### config.mk
export PLATFORM = sky130hd
export DESIGN_NAME = id_stage
export DESIGN_NICKNAME = d
export VERILOG_FILES = /design/src/id_pkg.sv /design/src/inst_decoder.sv /design/src/operand_sel.sv /design/src/regfile.sv /design/src/id_ex_reg.sv /design/src/id_stage.sv
export SDC_FILE = /design/constraint.sdc
export NUM_CORES = 2
export LEC_CHECK = 0
export BUFFER_PORTS_ARGS = -buffer_cell sky130_fd_sc_hd__buf_2
export CAP_MARGIN = 5
export CORE_UTILIZATION = 38
export DETAILED_ROUTE_END_ITERATION = 12
export GPL_TIMING_DRIVEN = 0
export SYNTH_ARGS = -nofsm -noshare
export SYNTH_HDL_FRONTEND = slang
export SYNTH_SLANG_ARGS = --single-unit
### constraint.sdc
create_clock -name clk -period 2.5 [get_ports clk]
set_input_delay 0.25 -clock clk [delete_from_list [all_inputs] [get_ports clk]]
set_output_delay 0.25 -clock clk [all_outputs]
set_load 0.05 [all_outputs]
### src/id_pkg.sv
package id_pkg;

    localparam int data_w     = 32;
    localparam int reg_addr_w = 5;
    localparam int reg_count  = 32;

    // major opcodes
    localparam logic [5:0] op_special = 6'b000000;
    localparam logic [5:0] op_andi    = 6'b001100;
    localparam logic [5:0] op_ori     = 6'b001101;
    localparam logic [5:0] op_xori    = 6'b001110;
    localparam logic [5:0] op_lui     = 6'b001111;
    localparam logic [5:0] op_addi    = 6'b001000;
    localparam logic [5:0] op_addiu   = 6'b001001;
    localparam logic [5:0] op_slti    = 6'b001010;
    localparam logic [5:0] op_sltiu   = 6'b001011;

    // function field of special instructions
    localparam logic [5:0] func_and  = 6'b100100;
    localparam logic [5:0] func_or   = 6'b100101;
    localparam logic [5:0] func_xor  = 6'b100110;
    localparam logic [5:0] func_nor  = 6'b100111;
    localparam logic [5:0] func_sll  = 6'b000000;
    localparam logic [5:0] func_srl  = 6'b000010;
    localparam logic [5:0] func_sra  = 6'b000011;
    localparam logic [5:0] func_sllv = 6'b000100;
    localparam logic [5:0] func_srlv = 6'b000110;
    localparam logic [5:0] func_srav = 6'b000111;
    localparam logic [5:0] func_sync = 6'b001111;
    localparam logic [5:0] func_add  = 6'b100000;
    localparam logic [5:0] func_addu = 6'b100001;
    localparam logic [5:0] func_sub  = 6'b100010;
    localparam logic [5:0] func_subu = 6'b100011;
    localparam logic [5:0] func_slt  = 6'b101010;
    localparam logic [5:0] func_sltu = 6'b101011;
    // same code as sll, nop is the all-zero word
    localparam logic [5:0] func_nop  = func_sll;

    // result class
    localparam logic [2:0] res_nop   = 3'b000;
    localparam logic [2:0] res_logic = 3'b001;
    localparam logic [2:0] res_shift = 3'b010;
    localparam logic [2:0] res_arith = 3'b100;

    // operation codes handed to execute
    localparam logic [7:0] alu_nop  = 8'b00000000;
    localparam logic [7:0] alu_and  = 8'b00100100;
    localparam logic [7:0] alu_or   = 8'b00100101;
    localparam logic [7:0] alu_xor  = 8'b00100110;
    localparam logic [7:0] alu_nor  = 8'b00100111;
    localparam logic [7:0] alu_sll  = 8'b01111100;
    localparam logic [7:0] alu_srl  = 8'b00000010;
    localparam logic [7:0] alu_sra  = 8'b00000011;
    localparam logic [7:0] alu_add  = 8'b00100000;
    localparam logic [7:0] alu_addu = 8'b00100001;
    localparam logic [7:0] alu_sub  = 8'b00100010;
    localparam logic [7:0] alu_subu = 8'b00100011;
    localparam logic [7:0] alu_slt  = 8'b00101010;
    localparam logic [7:0] alu_sltu = 8'b00101011;

    // one instruction word seen as R-type or I-type
    typedef union packed {
        struct packed {
            logic [5:0]            op;
            logic [reg_addr_w-1:0] rs;
            logic [reg_addr_w-1:0] rt;
            logic [reg_addr_w-1:0] rd;
            logic [4:0]            shamt;
            logic [5:0]            func;
        } r_view;
        struct packed {
            logic [5:0]            op;
            logic [reg_addr_w-1:0] rs;
            logic [reg_addr_w-1:0] rt;
            logic [15:0]           imm16;
        } i_view;
    } inst_u;

    typedef struct packed {
        logic                  en;
        logic [reg_addr_w-1:0] addr;
    } rd_req_t;

    typedef struct packed {
        logic [2:0]            alusel;
        logic [7:0]            aluop;
        logic [reg_addr_w-1:0] waddr;
        logic                  wreg;
    } id_ctrl_t;

    typedef struct packed {
        id_ctrl_t              ctrl;
        logic [data_w-1:0]     reg1_data;
        logic [data_w-1:0]     reg2_data;
    } id_ex_t;

    typedef struct packed {
        logic                  we;
        logic [reg_addr_w-1:0] addr;
        logic [data_w-1:0]     data;
    } wb_t;

endpackage

### src/inst_decoder.sv
module inst_decoder (
    input  id_pkg::inst_u             inst_i,
    output id_pkg::id_ctrl_t          ctrl_o,
    output id_pkg::rd_req_t           rd1_o,
    output id_pkg::rd_req_t           rd2_o,
    output logic [id_pkg::data_w-1:0] imm_o,
    output logic                      invalid_o
);

    logic [5:0]                    op;
    logic [5:0]                    func;
    logic [id_pkg::reg_addr_w-1:0] rs;
    logic [id_pkg::reg_addr_w-1:0] rt;
    logic [id_pkg::reg_addr_w-1:0] rd;
    logic [4:0]                    shamt;
    logic [15:0]                   imm16;
    logic                          shamt_ok;
    logic                          is_nop;

    // instruction form picked by the decode
    logic                          reg_form;
    logic                          imm_form;
    logic                          shift_imm;
    logic                          shift_var;
    logic                          no_op;
    logic [2:0]                    alusel;
    logic [7:0]                    aluop;
    logic [id_pkg::data_w-1:0]     ext_imm;

    assign op    = inst_i.r_view.op;
    assign func  = inst_i.r_view.func;
    assign rs    = inst_i.r_view.rs;
    assign rt    = inst_i.r_view.rt;
    assign rd    = inst_i.r_view.rd;
    assign shamt = inst_i.r_view.shamt;
    assign imm16 = inst_i.i_view.imm16;

    assign shamt_ok = (shamt == '0);
    // sll r0, r0, 0
    assign is_nop   = (op == id_pkg::op_special) && (func == id_pkg::func_nop) &&
                      ({rs, rt, rd, shamt} == '0);

    // operation code
    always_comb begin
        aluop = id_pkg::alu_nop;
        if (op == id_pkg::op_special) begin
            case (func)
                id_pkg::func_and:  aluop = id_pkg::alu_and;
                id_pkg::func_or:   aluop = id_pkg::alu_or;
                id_pkg::func_xor:  aluop = id_pkg::alu_xor;
                id_pkg::func_nor:  aluop = id_pkg::alu_nor;
                id_pkg::func_sll,
                id_pkg::func_sllv: aluop = id_pkg::alu_sll;
                id_pkg::func_srl,
                id_pkg::func_srlv: aluop = id_pkg::alu_srl;
                id_pkg::func_sra,
                id_pkg::func_srav: aluop = id_pkg::alu_sra;
                id_pkg::func_add:  aluop = id_pkg::alu_add;
                id_pkg::func_addu: aluop = id_pkg::alu_addu;
                id_pkg::func_sub:  aluop = id_pkg::alu_sub;
                id_pkg::func_subu: aluop = id_pkg::alu_subu;
                id_pkg::func_slt:  aluop = id_pkg::alu_slt;
                id_pkg::func_sltu: aluop = id_pkg::alu_sltu;
                default:           aluop = id_pkg::alu_nop;
            endcase
        end else begin
            case (op)
                id_pkg::op_andi:   aluop = id_pkg::alu_and;
                // lui is an or with r0
                id_pkg::op_ori,
                id_pkg::op_lui:    aluop = id_pkg::alu_or;
                id_pkg::op_xori:   aluop = id_pkg::alu_xor;
                id_pkg::op_addi:   aluop = id_pkg::alu_add;
                id_pkg::op_addiu:  aluop = id_pkg::alu_addu;
                id_pkg::op_slti:   aluop = id_pkg::alu_slt;
                id_pkg::op_sltiu:  aluop = id_pkg::alu_sltu;
                default:           aluop = id_pkg::alu_nop;
            endcase
        end
    end

    // result class, form and extended immediate
    always_comb begin
        alusel    = id_pkg::res_nop;
        reg_form  = 1'b0;
        imm_form  = 1'b0;
        shift_imm = 1'b0;
        shift_var = 1'b0;
        no_op     = 1'b0;
        ext_imm   = '0;
        case (op)
            id_pkg::op_special: begin
                case (func)
                    id_pkg::func_and, id_pkg::func_or,
                    id_pkg::func_xor, id_pkg::func_nor: begin
                        alusel   = id_pkg::res_logic;
                        reg_form = shamt_ok;
                    end
                    id_pkg::func_add, id_pkg::func_addu, id_pkg::func_sub,
                    id_pkg::func_subu, id_pkg::func_slt, id_pkg::func_sltu: begin
                        alusel   = id_pkg::res_arith;
                        reg_form = shamt_ok;
                    end
                    id_pkg::func_sll, id_pkg::func_srl, id_pkg::func_sra: begin
                        alusel    = id_pkg::res_shift;
                        shift_imm = !is_nop;
                        no_op     = is_nop;
                    end
                    id_pkg::func_sllv, id_pkg::func_srlv, id_pkg::func_srav: begin
                        alusel    = id_pkg::res_shift;
                        shift_var = shamt_ok;
                    end
                    // memory ordering only, nothing to do here
                    id_pkg::func_sync: no_op = shamt_ok;
                    default:           no_op = 1'b0;
                endcase
            end
            id_pkg::op_andi, id_pkg::op_ori, id_pkg::op_xori: begin
                alusel   = id_pkg::res_logic;
                imm_form = 1'b1;
                ext_imm  = {{(id_pkg::data_w-16){1'b0}}, imm16};
            end
            id_pkg::op_lui: begin
                alusel   = id_pkg::res_logic;
                imm_form = 1'b1;
                ext_imm  = {imm16, {(id_pkg::data_w-16){1'b0}}};
            end
            id_pkg::op_addi, id_pkg::op_addiu, id_pkg::op_slti, id_pkg::op_sltiu: begin
                alusel   = id_pkg::res_arith;
                imm_form = 1'b1;
                ext_imm  = {{(id_pkg::data_w-16){imm16[15]}}, imm16};
            end
            default: imm_form = 1'b0;
        endcase
    end

    // read requests, destination and write enable
    always_comb begin
        ctrl_o    = '0;
        rd1_o     = '0;
        rd2_o     = '0;
        imm_o     = '0;
        invalid_o = 1'b0;
        if (reg_form) begin
            rd1_o        = '{en: 1'b1, addr: rs};
            rd2_o        = '{en: 1'b1, addr: rt};
            ctrl_o.waddr = rd;
        end else if (shift_var) begin
            // value from rt, amount from rs
            rd1_o        = '{en: 1'b1, addr: rt};
            rd2_o        = '{en: 1'b1, addr: rs};
            ctrl_o.waddr = rd;
        end else if (shift_imm) begin
            rd1_o        = '{en: 1'b1, addr: rt};
            imm_o        = {{(id_pkg::data_w-5){1'b0}}, shamt};
            ctrl_o.waddr = rd;
        end else if (imm_form) begin
            rd1_o        = '{en: 1'b1, addr: rs};
            imm_o        = ext_imm;
            ctrl_o.waddr = rt;
        end else begin
            invalid_o = !no_op;
        end

        if (reg_form || shift_var || shift_imm || imm_form) begin
            ctrl_o.alusel = alusel;
            ctrl_o.aluop  = aluop;
            ctrl_o.wreg   = 1'b1;
        end

        // a rejected word never reaches the register file
        assert (!(invalid_o && (rd1_o.en || rd2_o.en)))
            else $error("read request raised for an invalid instruction");
    end

endmodule

### src/operand_sel.sv
module operand_sel (
    input  id_pkg::rd_req_t           rd1_i,
    input  id_pkg::rd_req_t           rd2_i,
    input  logic [id_pkg::data_w-1:0] rdata1_i,
    input  logic [id_pkg::data_w-1:0] rdata2_i,
    input  logic [id_pkg::data_w-1:0] imm_i,
    output logic [id_pkg::data_w-1:0] op1_o,
    output logic [id_pkg::data_w-1:0] op2_o
);

    always_comb begin
        if (rd1_i.en) begin
            op1_o = rdata1_i;
        end else begin
            op1_o = '0;
        end
    end

    // operand 2 falls back to the immediate
    always_comb begin
        if (rd2_i.en) begin
            op2_o = rdata2_i;
        end else begin
            op2_o = imm_i;
        end
    end

endmodule

### src/regfile.sv
module regfile (
    input  logic                      clk,
    input  logic                      arst_n_i,
    input  id_pkg::wb_t               wb_i,
    input  id_pkg::rd_req_t           rd1_i,
    input  id_pkg::rd_req_t           rd2_i,
    output logic [id_pkg::data_w-1:0] rdata1_o,
    output logic [id_pkg::data_w-1:0] rdata2_o
);

    logic [id_pkg::data_w-1:0] regs [id_pkg::reg_count];

    // r0 is never written
    always_ff @(posedge clk or negedge arst_n_i) begin
        if (!arst_n_i) begin
            for (int i = 0; i < id_pkg::reg_count; i++) begin
                regs[i] <= '0;
            end
        end else if (wb_i.we && (wb_i.addr != '0)) begin
            regs[wb_i.addr] <= wb_i.data;
        end
    end

    // one read port with write-through of the pending write
    function automatic logic [id_pkg::data_w-1:0] read_port(input id_pkg::rd_req_t req);
        logic [id_pkg::data_w-1:0] value;
        if (!req.en || (req.addr == '0)) begin
            value = '0;
        end else if (wb_i.we && (wb_i.addr == req.addr)) begin
            value = wb_i.data;
        end else begin
            value = regs[req.addr];
        end
        return value;
    endfunction

    always_comb begin
        rdata1_o = read_port(rd1_i);
    end

    always_comb begin
        rdata2_o = read_port(rd2_i);
    end

    // r0 stays zero even while it is the write target
    assert property (@(posedge clk) disable iff (!arst_n_i)
        ((rd1_i.addr != '0) || (rdata1_o == '0)) &&
        ((rd2_i.addr != '0) || (rdata2_o == '0)))
        else $error("nonzero data read from r0");

endmodule

### src/id_ex_reg.sv
module id_ex_reg (
    input  logic                      clk,
    input  logic                      arst_n_i,
    input  id_pkg::id_ctrl_t          ctrl_i,
    input  logic [id_pkg::data_w-1:0] op1_i,
    input  logic [id_pkg::data_w-1:0] op2_i,
    input  logic                      invalid_i,
    output id_pkg::id_ex_t            id_ex_o,
    output logic                      inst_invalid_o
);

    always_ff @(posedge clk or negedge arst_n_i) begin
        if (!arst_n_i) begin
            id_ex_o        <= '0;
            inst_invalid_o <= 1'b0;
        end else if (invalid_i) begin
            // bubble in place of the rejected word
            id_ex_o        <= '0;
            inst_invalid_o <= 1'b1;
        end else begin
            id_ex_o.ctrl      <= ctrl_i;
            id_ex_o.reg1_data <= op1_i;
            id_ex_o.reg2_data <= op2_i;
            inst_invalid_o    <= 1'b0;
        end
    end

    // an invalid word never writes back and is flagged for exactly its cycle
    assert property (@(posedge clk) disable iff (!arst_n_i)
        invalid_i |=> (!id_ex_o.ctrl.wreg && inst_invalid_o))
        else $error("invalid instruction left a register write in id_ex");

endmodule

### src/id_stage.sv
module id_stage (
    input  logic           clk,
    input  logic           arst_n_i,
    input  id_pkg::inst_u  inst_i,
    input  id_pkg::wb_t    wb_i,
    output id_pkg::id_ex_t id_ex_o,
    output logic           inst_invalid_o
);

    id_pkg::id_ctrl_t          ctrl;
    id_pkg::rd_req_t           rd1;
    id_pkg::rd_req_t           rd2;
    logic [id_pkg::data_w-1:0] imm;
    logic [id_pkg::data_w-1:0] rdata1;
    logic [id_pkg::data_w-1:0] rdata2;
    logic [id_pkg::data_w-1:0] op1;
    logic [id_pkg::data_w-1:0] op2;
    logic                      invalid;

    inst_decoder u_decoder (
        .inst_i    (inst_i),
        .ctrl_o    (ctrl),
        .rd1_o     (rd1),
        .rd2_o     (rd2),
        .imm_o     (imm),
        .invalid_o (invalid)
    );

    regfile u_regfile (
        .clk      (clk),
        .arst_n_i (arst_n_i),
        .wb_i     (wb_i),
        .rd1_i    (rd1),
        .rd2_i    (rd2),
        .rdata1_o (rdata1),
        .rdata2_o (rdata2)
    );

    operand_sel u_operand_sel (
        .rd1_i    (rd1),
        .rd2_i    (rd2),
        .rdata1_i (rdata1),
        .rdata2_i (rdata2),
        .imm_i    (imm),
        .op1_o    (op1),
        .op2_o    (op2)
    );

    // decode/execute boundary
    id_ex_reg u_id_ex_reg (
        .clk            (clk),
        .arst_n_i       (arst_n_i),
        .ctrl_i         (ctrl),
        .op1_i          (op1),
        .op2_i          (op2),
        .invalid_i      (invalid),
        .id_ex_o        (id_ex_o),
        .inst_invalid_o (inst_invalid_o)
    );

endmodule

Yosys cells after proc, flatten, opt, wreduce, memory -nomap -nowiden
Memories as Yosys holds them, arrays and structs flattened.
Index checks and enable logic that the tools add are counted.
{"block": "classes", "n_lt_le_gt_ge": 4, "n_eq_ne": 26, "n_mux": 51, "n_bitwise": 3, "reduce_logical": 33}
{"operator": "1024-bit bitwise mux", "n": 1}
{"operator": "32-bit 2-to-1 mux", "n": 15}
{"operator": "32-bit binary-select mux with 5-bit select", "n": 2}
{"operator": "32-bit demux with 5-bit select", "n": 1}
{"operator": "32-bit one-hot mux with 3 select lines", "n": 1}
{"operator": "81-bit 2-to-1 mux", "n": 1}
{"operator": "6-bit equality test (second input constant)", "n": 10}
{"operator": "6-bit by 4-bit equality test with 1-bit output (second input constant)", "n": 9}
{"operator": "6-bit 2-to-1 mux", "n": 6}
{"operator": "20-bit zero test", "n": 1}
{"operator": "5-bit 2-to-1 mux", "n": 4}
{"operator": "6-bit by 3-bit equality test with 1-bit output (second input constant)", "n": 3}
{"operator": "6-bit greater-or-equal comparator (second input constant)", "n": 3}
{"operator": "5-bit inverter with 6-bit output", "n": 3}
{"operator": "3-bit one-hot mux with 3 select lines", "n": 2}
{"operator": "8-bit 2-to-1 mux", "n": 2}
{"operator": "5-bit zero test", "n": 3}
{"operator": "1-bit 2-to-1 mux", "n": 14}
{"operator": "6-bit by 2-bit equality test with 1-bit output (second input constant)", "n": 2}
{"operator": "6-bit zero test", "n": 2}
{"operator": "4-bit OR reduction", "n": 3}
{"operator": "6-bit OR reduction", "n": 2}
{"operator": "11-bit 2-to-1 mux", "n": 1}
{"operator": "5-bit equality test", "n": 2}
{"operator": "other kinds (10)", "n": 24}
{"block": "word_totals", "regBits": 1106, "rom_bits": 528, "inputBits": 72, "wordCells": 158, "memories": 2}
{"name": "(no name shown)", "depth": 64, "width": 7, "read_ports": 1, "rd_clocked_by_memory_dff": 0, "wr": 0, "line": "inst_decoder.sv:47", "rtl": "case (func)"}
{"name": "(no name shown)", "depth": 16, "width": 5, "read_ports": 1, "rd_clocked_by_memory_dff": 0, "wr": 0, "line": "inst_decoder.sv:67", "rtl": "case (op)"}

Longest topological paths before layout
{"block": "depth", "word_depth": 17, "mapped_depth": 14, "ltp_nobuf": 10}

Modules after synthesis
Synthesis repeated with hierarchy kept, for this count alone.
{"block": "unflattened", "hier_cells": 4523, "area_unflattened_um2": 59651.0}
{"module": "regfile", "n_inst": 1, "cells_per_inst": 4144, "area_each_um2": 55345.6, "seq_area_each_um2": 25624.6}
{"module": "id_ex_reg", "n_inst": 1, "cells_per_inst": 172, "area_each_um2": 2660.1, "seq_area_each_um2": 2052.0}
{"module": "inst_decoder", "n_inst": 1, "cells_per_inst": 136, "area_each_um2": 889.6, "seq_area_each_um2": 0.0}
{"module": "operand_sel", "n_inst": 1, "cells_per_inst": 71, "area_each_um2": 755.7, "seq_area_each_um2": 0.0}

Worst setup path after synthesis
OpenSTA, ideal clock, no wires.
{"block": "synth_path", "kind": "input to register", "startpoint": "input inst_i[5] (netlist name)", "endpoint": "register, netlist name u_id_ex_reg.id_ex_o[32]", "arrival_ps": 3345, "setup_slack_ps": -940, "cell_stages": 12, "cell_sequence": "clkbuf_1 or3_1 or3_1 or4_4 a21oi_4 inv_2 a21oi_4 buf_2 mux2_2 o41ai_1 a31oi_1 o31ai_1"}
{"block": "synth_via", "elab_chain_len": 17}
{"element": "from (decl)", "line": "id_stage.sv:4", "rtl": "input id_pkg::inst_u inst_i,"}
{"element": "6-bit zero test", "line": "inst_decoder.sv:40, inst_decoder.sv:93"}
{"element": "1-bit logical AND (2 in a row)", "line": "inst_decoder.sv:40", "rtl": "assign is_nop = (op == id_pkg::op_special) && (func == id_pkg::func_nop) &&"}
{"element": "1-bit zero test", "line": "inst_decoder.sv:106", "rtl": "shift_imm = !is_nop;"}
{"element": "1-bit 2-to-1 mux", "line": "inst_decoder.sv:93", "rtl": "case (func)"}
{"element": "1-bit 2-to-1 mux", "line": "inst_decoder.sv:91", "rtl": "case (op)"}
{"element": "6-bit 2-to-1 mux", "line": "inst_decoder.sv:153", "rtl": "end else if (shift_imm) begin"}
{"element": "6-bit 2-to-1 mux", "line": "inst_decoder.sv:148", "rtl": "end else if (shift_var) begin"}
{"element": "6-bit 2-to-1 mux", "line": "inst_decoder.sv:144", "rtl": "if (reg_form) begin"}
{"element": "5-bit inverter with 6-bit output (not written as such)", "line": "regfile.sv:32", "rtl": "value = regs[req.addr];"}
{"element": "32-bit binary-select mux with 5-bit select", "line": "regfile.sv:32"}
{"element": "32-bit 2-to-1 mux (not written as such) (2 in a row)", "line": "regfile.sv:32"}
{"element": "32-bit 2-to-1 mux", "line": "regfile.sv:29", "rtl": "end else if (wb_i.we && (wb_i.addr == req.addr)) begin"}
{"element": "32-bit 2-to-1 mux", "line": "regfile.sv:27", "rtl": "if (!req.en || (req.addr == '0)) begin"}
{"element": "32-bit 2-to-1 mux", "line": "operand_sel.sv:12", "rtl": "if (rd1_i.en) begin"}
{"element": "81-bit 2-to-1 mux *", "line": "id_ex_reg.sv:16", "rtl": "end else if (invalid_i) begin"}
Mark *: on every way between the ends. The rest lies on a longest branch, timed or not. The select of a mux whose other input is x is not followed.
A chain may end at the register's enable or synchronous reset.

Worst setup path in the final report
{"block": "layout_path", "startpoint": "input inst_i[5] (netlist name)", "endpoint": "register, netlist name u_id_ex_reg.id_ex_o[33]"}
{"block": "layout_via", "elab_chain_len": 17}
{"element": "6-bit zero test", "line": "inst_decoder.sv:40, inst_decoder.sv:93"}
{"element": "1-bit logical AND (2 in a row)", "line": "inst_decoder.sv:40"}
{"element": "1-bit zero test", "line": "inst_decoder.sv:106"}
{"element": "1-bit 2-to-1 mux", "line": "inst_decoder.sv:93"}
{"element": "1-bit 2-to-1 mux", "line": "inst_decoder.sv:91"}
{"element": "6-bit 2-to-1 mux", "line": "inst_decoder.sv:153"}
{"element": "6-bit 2-to-1 mux", "line": "inst_decoder.sv:148"}
{"element": "6-bit 2-to-1 mux", "line": "inst_decoder.sv:144"}
{"element": "5-bit inverter with 6-bit output (not written as such)", "line": "regfile.sv:32"}
{"element": "32-bit binary-select mux with 5-bit select", "line": "regfile.sv:32"}
{"element": "32-bit 2-to-1 mux (not written as such) (2 in a row)", "line": "regfile.sv:32"}
{"element": "32-bit 2-to-1 mux", "line": "regfile.sv:29"}
{"element": "32-bit 2-to-1 mux", "line": "regfile.sv:27"}
{"element": "32-bit 2-to-1 mux", "line": "operand_sel.sv:12"}
{"element": "81-bit 2-to-1 mux *", "line": "id_ex_reg.sv:16"}
Marks and branches as above.

==> metrics.yaml <==
run_status:
  outcome: "finished, violations left"
  failed_checks: "negative hold slack, negative setup slack"
grt:
  grt_overflow: 0
  antenna_violations_before_repair: 26
  grt_first_pass_wirelength_mm: 426
  grt.total_usage_pct: 39.1
  first_global_vias: 51274
  grt_start_max_net_pins: 152
min_path:
  min-delay-path-class: "in -> async"
clocking:
  tritoncts: "built"
  cts_inserted_buffers: 132
  worst_skew_pair.late_latency_ns: 0.82
  htreeDepth: 4
  clock_tree.root_cell: "sky130_fd_sc_hd__clkbuf_16"
  clkTransAtPathRegs_ns: 0.06
  cts_hold_buffers: 53
  cts_buffer_depth: 3
  numClockSinks: 1104
setup_path:
  worst-path-stages: 15
  cp-end-kind: "flip-flop"
  worstReg2RegStart: "u_regfile.regs[719]"
  rr_worst_depth: 6
  path_max_fanout: 6
  crit_path_end: "u_id_ex_reg.id_ex_o[33]"
  worstPathCellList: "clkbuf_16 > or3_4 > or3_4 > or4_4 > a21oi_4 > buf_12 > inv_12 > a21oi_4 > buf_8 > buf_12 > buf_6 > mux2_4 > o41ai_4 > a31oi_1 > o31ai_2"
  data_arrival_time_of_the_worst_path_ns: 4.12
  setup.worst_path.class: "in -> reg"
  critical_path.max_stage_delay_ns: 0.68
  start_kind: "primary input"
  reg2reg_setup_slack_ns: 0.17
  r2r-end: "u_id_ex_reg.id_ex_o[47]"
  worst_path_dominant_cell_family: "compound AO/OA/AOI/OAI gates"
  worst_ep_required_time_ns: 3.17
  crit_path_top_delay_cell: "sky130_fd_sc_hd__o41ai_4"
  crit_buf_inv: 6
  cp-startpoint: "inst_i[5]"
synth:
  synth_enable_flop_cells: 0
  synth-main-ff-cell: "sky130_fd_sc_hd__dfrtp_1"
  syn_area_um2: 59600
  async_reset_ff_share_pct: 100
  mappedNetlistNets: 5783
  yosysWarningCount: 0
  synth.ff_latch_count: 1104
  post_synth.cell_area_avg_um2: 10.4
  post_synthesis_cells: 5711
  ys_types: 59
  synth_seq_area_share_pct: 46.4
drt:
  detail_route.vias_per_cell: 6.56
  ant_nets: 0
  detail_route.drc_violations: 0
  detail_route.wl_per_cell_um: 38.0
  vias: 54700
  drt_iter0_drc: 8213
  drtPass1Iterations: 6
  detail_route.wirelength_mm: 317
power_and_ir_drop:
  ir_worst_vdd_v: 0.000819
  p_leak_nw: 30.3
  power_per_cell_area_nw_per_um2: 736
die:
  row_count: 144
  floorplan.die.width_um: 398
  ioPinCount: 154
  chipHeight_um: 398
  coreArea_um2: 155000
  floorplan.initialDensity_pct: 38.5
  design.die.area_um2: 158000
place:
  numPlacedInstances: 7914
  post_place_cell_area_um2: 63500
  port_buffers: 144
  post_dp_hpwl_mm: 232
  gp_congestion: 1.18
timing:
  report.final.slew_viol_count: 0
  tightestPinTransition_ns: 1.42
  rsz0062_at_grt: "yes"
  finalSetupViolCount: 127
  finalHoldWorstSlack_ns: -0.589
  hold_viol_final: 156
  layout_setup_ws_ns: -0.944
  relSlewSlack_pct: 5.45
  clock-skew-final_ns: 0.0364
  final.period_utilization_pct: 138
  achievable-frequency_mhz: 290
  finalCriticalPeriod_ns: 3.44
cells_and_area:
  final_net_count: 6241
  area.sequential_um2: 27600
  nFillCells: 14122
  layoutNonFillerInstCount: 8333
  finalInstanceArea_um2: 74700
  syn2layout_area_growth_pct: 25.4
  multi_input_comb_area_um2: 32900
  layout-drive-gt1-share_pct: 31.5
job:
  cap_violations: 0
## flip-flops by register name, indices dropped and copies added, names as in the netlist
name,flops
u_regfile.regs,1024
u_id_ex_reg.id_ex_o,79
u_id_ex_reg.inst_invalid_o,1
## worst min path at each step
stage | startpoint | end | slack, ns
CTS | arst_n_i | u_regfile.regs[600] | -0.56
global route | arst_n_i | u_id_ex_reg.id_ex_o[60] | -0.49
floorplan | arst_n_i | u_id_ex_reg.id_ex_o[0] | -0.05
global placement | u_regfile.regs[1015] | u_regfile.regs[1015] | 0.47
detailed placement | arst_n_i | u_id_ex_reg.id_ex_o[61] | 0.31
finish | arst_n_i | u_id_ex_reg.id_ex_o[60] | -0.59
## Yosys cell counts, drive strengths merged (54+ instances only)
cell | instances | area share [%]
nand3 | 183 | 1.5
nor2 | 131 | 0.83
mux4 | 128 | 4.8
and3 | 71 | 0.75
mux2 | 672 | 13
a21oi | 86 | 0.76
a22oi | 77 | 0.97
clkbuf | 430 | 2.7
nand2 | 1055 | 6.6
inv | 54 | 0.34
dfrtp | 1104 | 46
a211oi | 121 | 1.5
o21ai | 405 | 3.4
a22o | 56 | 0.82
a31oi | 182 | 1.9
buf | 140 | 1.1
mux2i | 534 | 9.0
## routing by layer
metal  track usage, %  vias to the layer above  part of all wire, %
met1             49.7                    27926                   37
met3             17.6                      991                   15
met5            0.605                        -                 0.17
met2             51.4                     4247                   39
li1                 -                    21518                    -
met4             29.7                       18                  8.8
## power breakdown
| group | total, mW | switching [mW] | internal (mW) |
|---|---|---|---|
| registers | 23.8 | 2.77 | 21.0 |
| logic | 10.5 | 6.14 | 4.39 |
| clock network | 20.6 | 8.51 | 12.1 |
| total | 54.9 | 17.4 | 37.5 |
## layout make-up
cell class	instances	area share, %
clock inverter	48	0.860
tap	2044	3.43
multi-input combinational	3983	44.1
buffer	559	5.25
antenna	18	0.0603
sequential	1104	37.0
clock buffer	188	5.21
timing repair buffer	335	3.85
inverter	54	0.288
## kinds of logic after synthesis
group	count (synthesis)	synth area share, %
mux	1334	26.5
simple gates	1521	10.6
other cells	1	0.00630
compound gates	1119	12.1
buf+inv	624	4.19
flops	1104	46.4
xor+xnor	8	0.118
## what timing repair did
action	4_1_cts	5_1_grt
gates resized for setup	867	352
pin swaps	84	84
cloned	1	4
setup buffers	39	82
endpoints found under the setup margin	77	113
hold endpoints to repair	253	133
## layout by cell type (no fill, tap or decap), types with 21 or more instances in the layout
cell type                       Yosys  final
sky130_fd_sc_hd__dfrtp_1         1104   1104
sky130_fd_sc_hd__nand2_1         1055   1032
sky130_fd_sc_hd__mux2_2           672    645
sky130_fd_sc_hd__mux2i_1          534    512
sky130_fd_sc_hd__o21ai_0          404    379
sky130_fd_sc_hd__clkbuf_1         430    278
sky130_fd_sc_hd__nand3_1          183    182
sky130_fd_sc_hd__buf_2            115    153
sky130_fd_sc_hd__clkbuf_16          0    139
sky130_fd_sc_hd__buf_4              2    134
sky130_fd_sc_hd__mux4_2           128    128
sky130_fd_sc_hd__nor2_1           131    113
sky130_fd_sc_hd__a31oi_1          182    112
sky130_fd_sc_hd__a211oi_1         121     95
sky130_fd_sc_hd__clkbuf_2           0     81
sky130_fd_sc_hd__a21oi_1           84     79
sky130_fd_sc_hd__and3_1            71     70
sky130_fd_sc_hd__buf_6              0     60
sky130_fd_sc_hd__clkbuf_4           0     56
sky130_fd_sc_hd__inv_1             53     53
sky130_fd_sc_hd__dlygate4sd3_1      0     53
sky130_fd_sc_hd__buf_12             0     49
sky130_fd_sc_hd__a31oi_4            0     47
sky130_fd_sc_hd__a22oi_1           77     42
sky130_fd_sc_hd__clkbuf_8           0     40
sky130_fd_sc_hd__and2_1            42     38
sky130_fd_sc_hd__a22oi_2            0     35
sky130_fd_sc_hd__a22o_1            56     33
sky130_fd_sc_hd__a21o_1            34     33
sky130_fd_sc_hd__o41ai_4            0     33
sky130_fd_sc_hd__o31ai_4            0     28
sky130_fd_sc_hd__mux2_4             0     27
sky130_fd_sc_hd__a31oi_2            0     23
sky130_fd_sc_hd__clkinv_2           0     22
sky130_fd_sc_hd__nand2_2            0     21
## stage by stage
| stage | power [mW] | setup slack [ns] | setup TNS [ns] | utilization [%] |
|---|---|---|---|---|
| floorplan | 28.8 | -0.802 | -37.54 | - |
| global placement | 32.7 | -23.68 | - | 40.8 |
| detailed placement | 33.1 | -3.59 | -636.73 | 41.0 |
| CTS | 54.1 | -0.690 | -25.46 | 46.9 |
| global route | 56.3 | -0.894 | -33.07 | 48.2 |
| finish | 54.9 | -0.944 | -36.08 | 48.2 |
## worst reg2reg max path: cells and delay by family, from the launching register on
kind | cells | cell delay [ns]
multiplexers | 1 | 0.33
flip-flops | 1 | 0.36
AO/OA/AOI/OAI | 4 | 1.34
AND/OR/NAND/NOR | 1 | 0.16
Note: power is estimated with default switching activity, not from simulation.
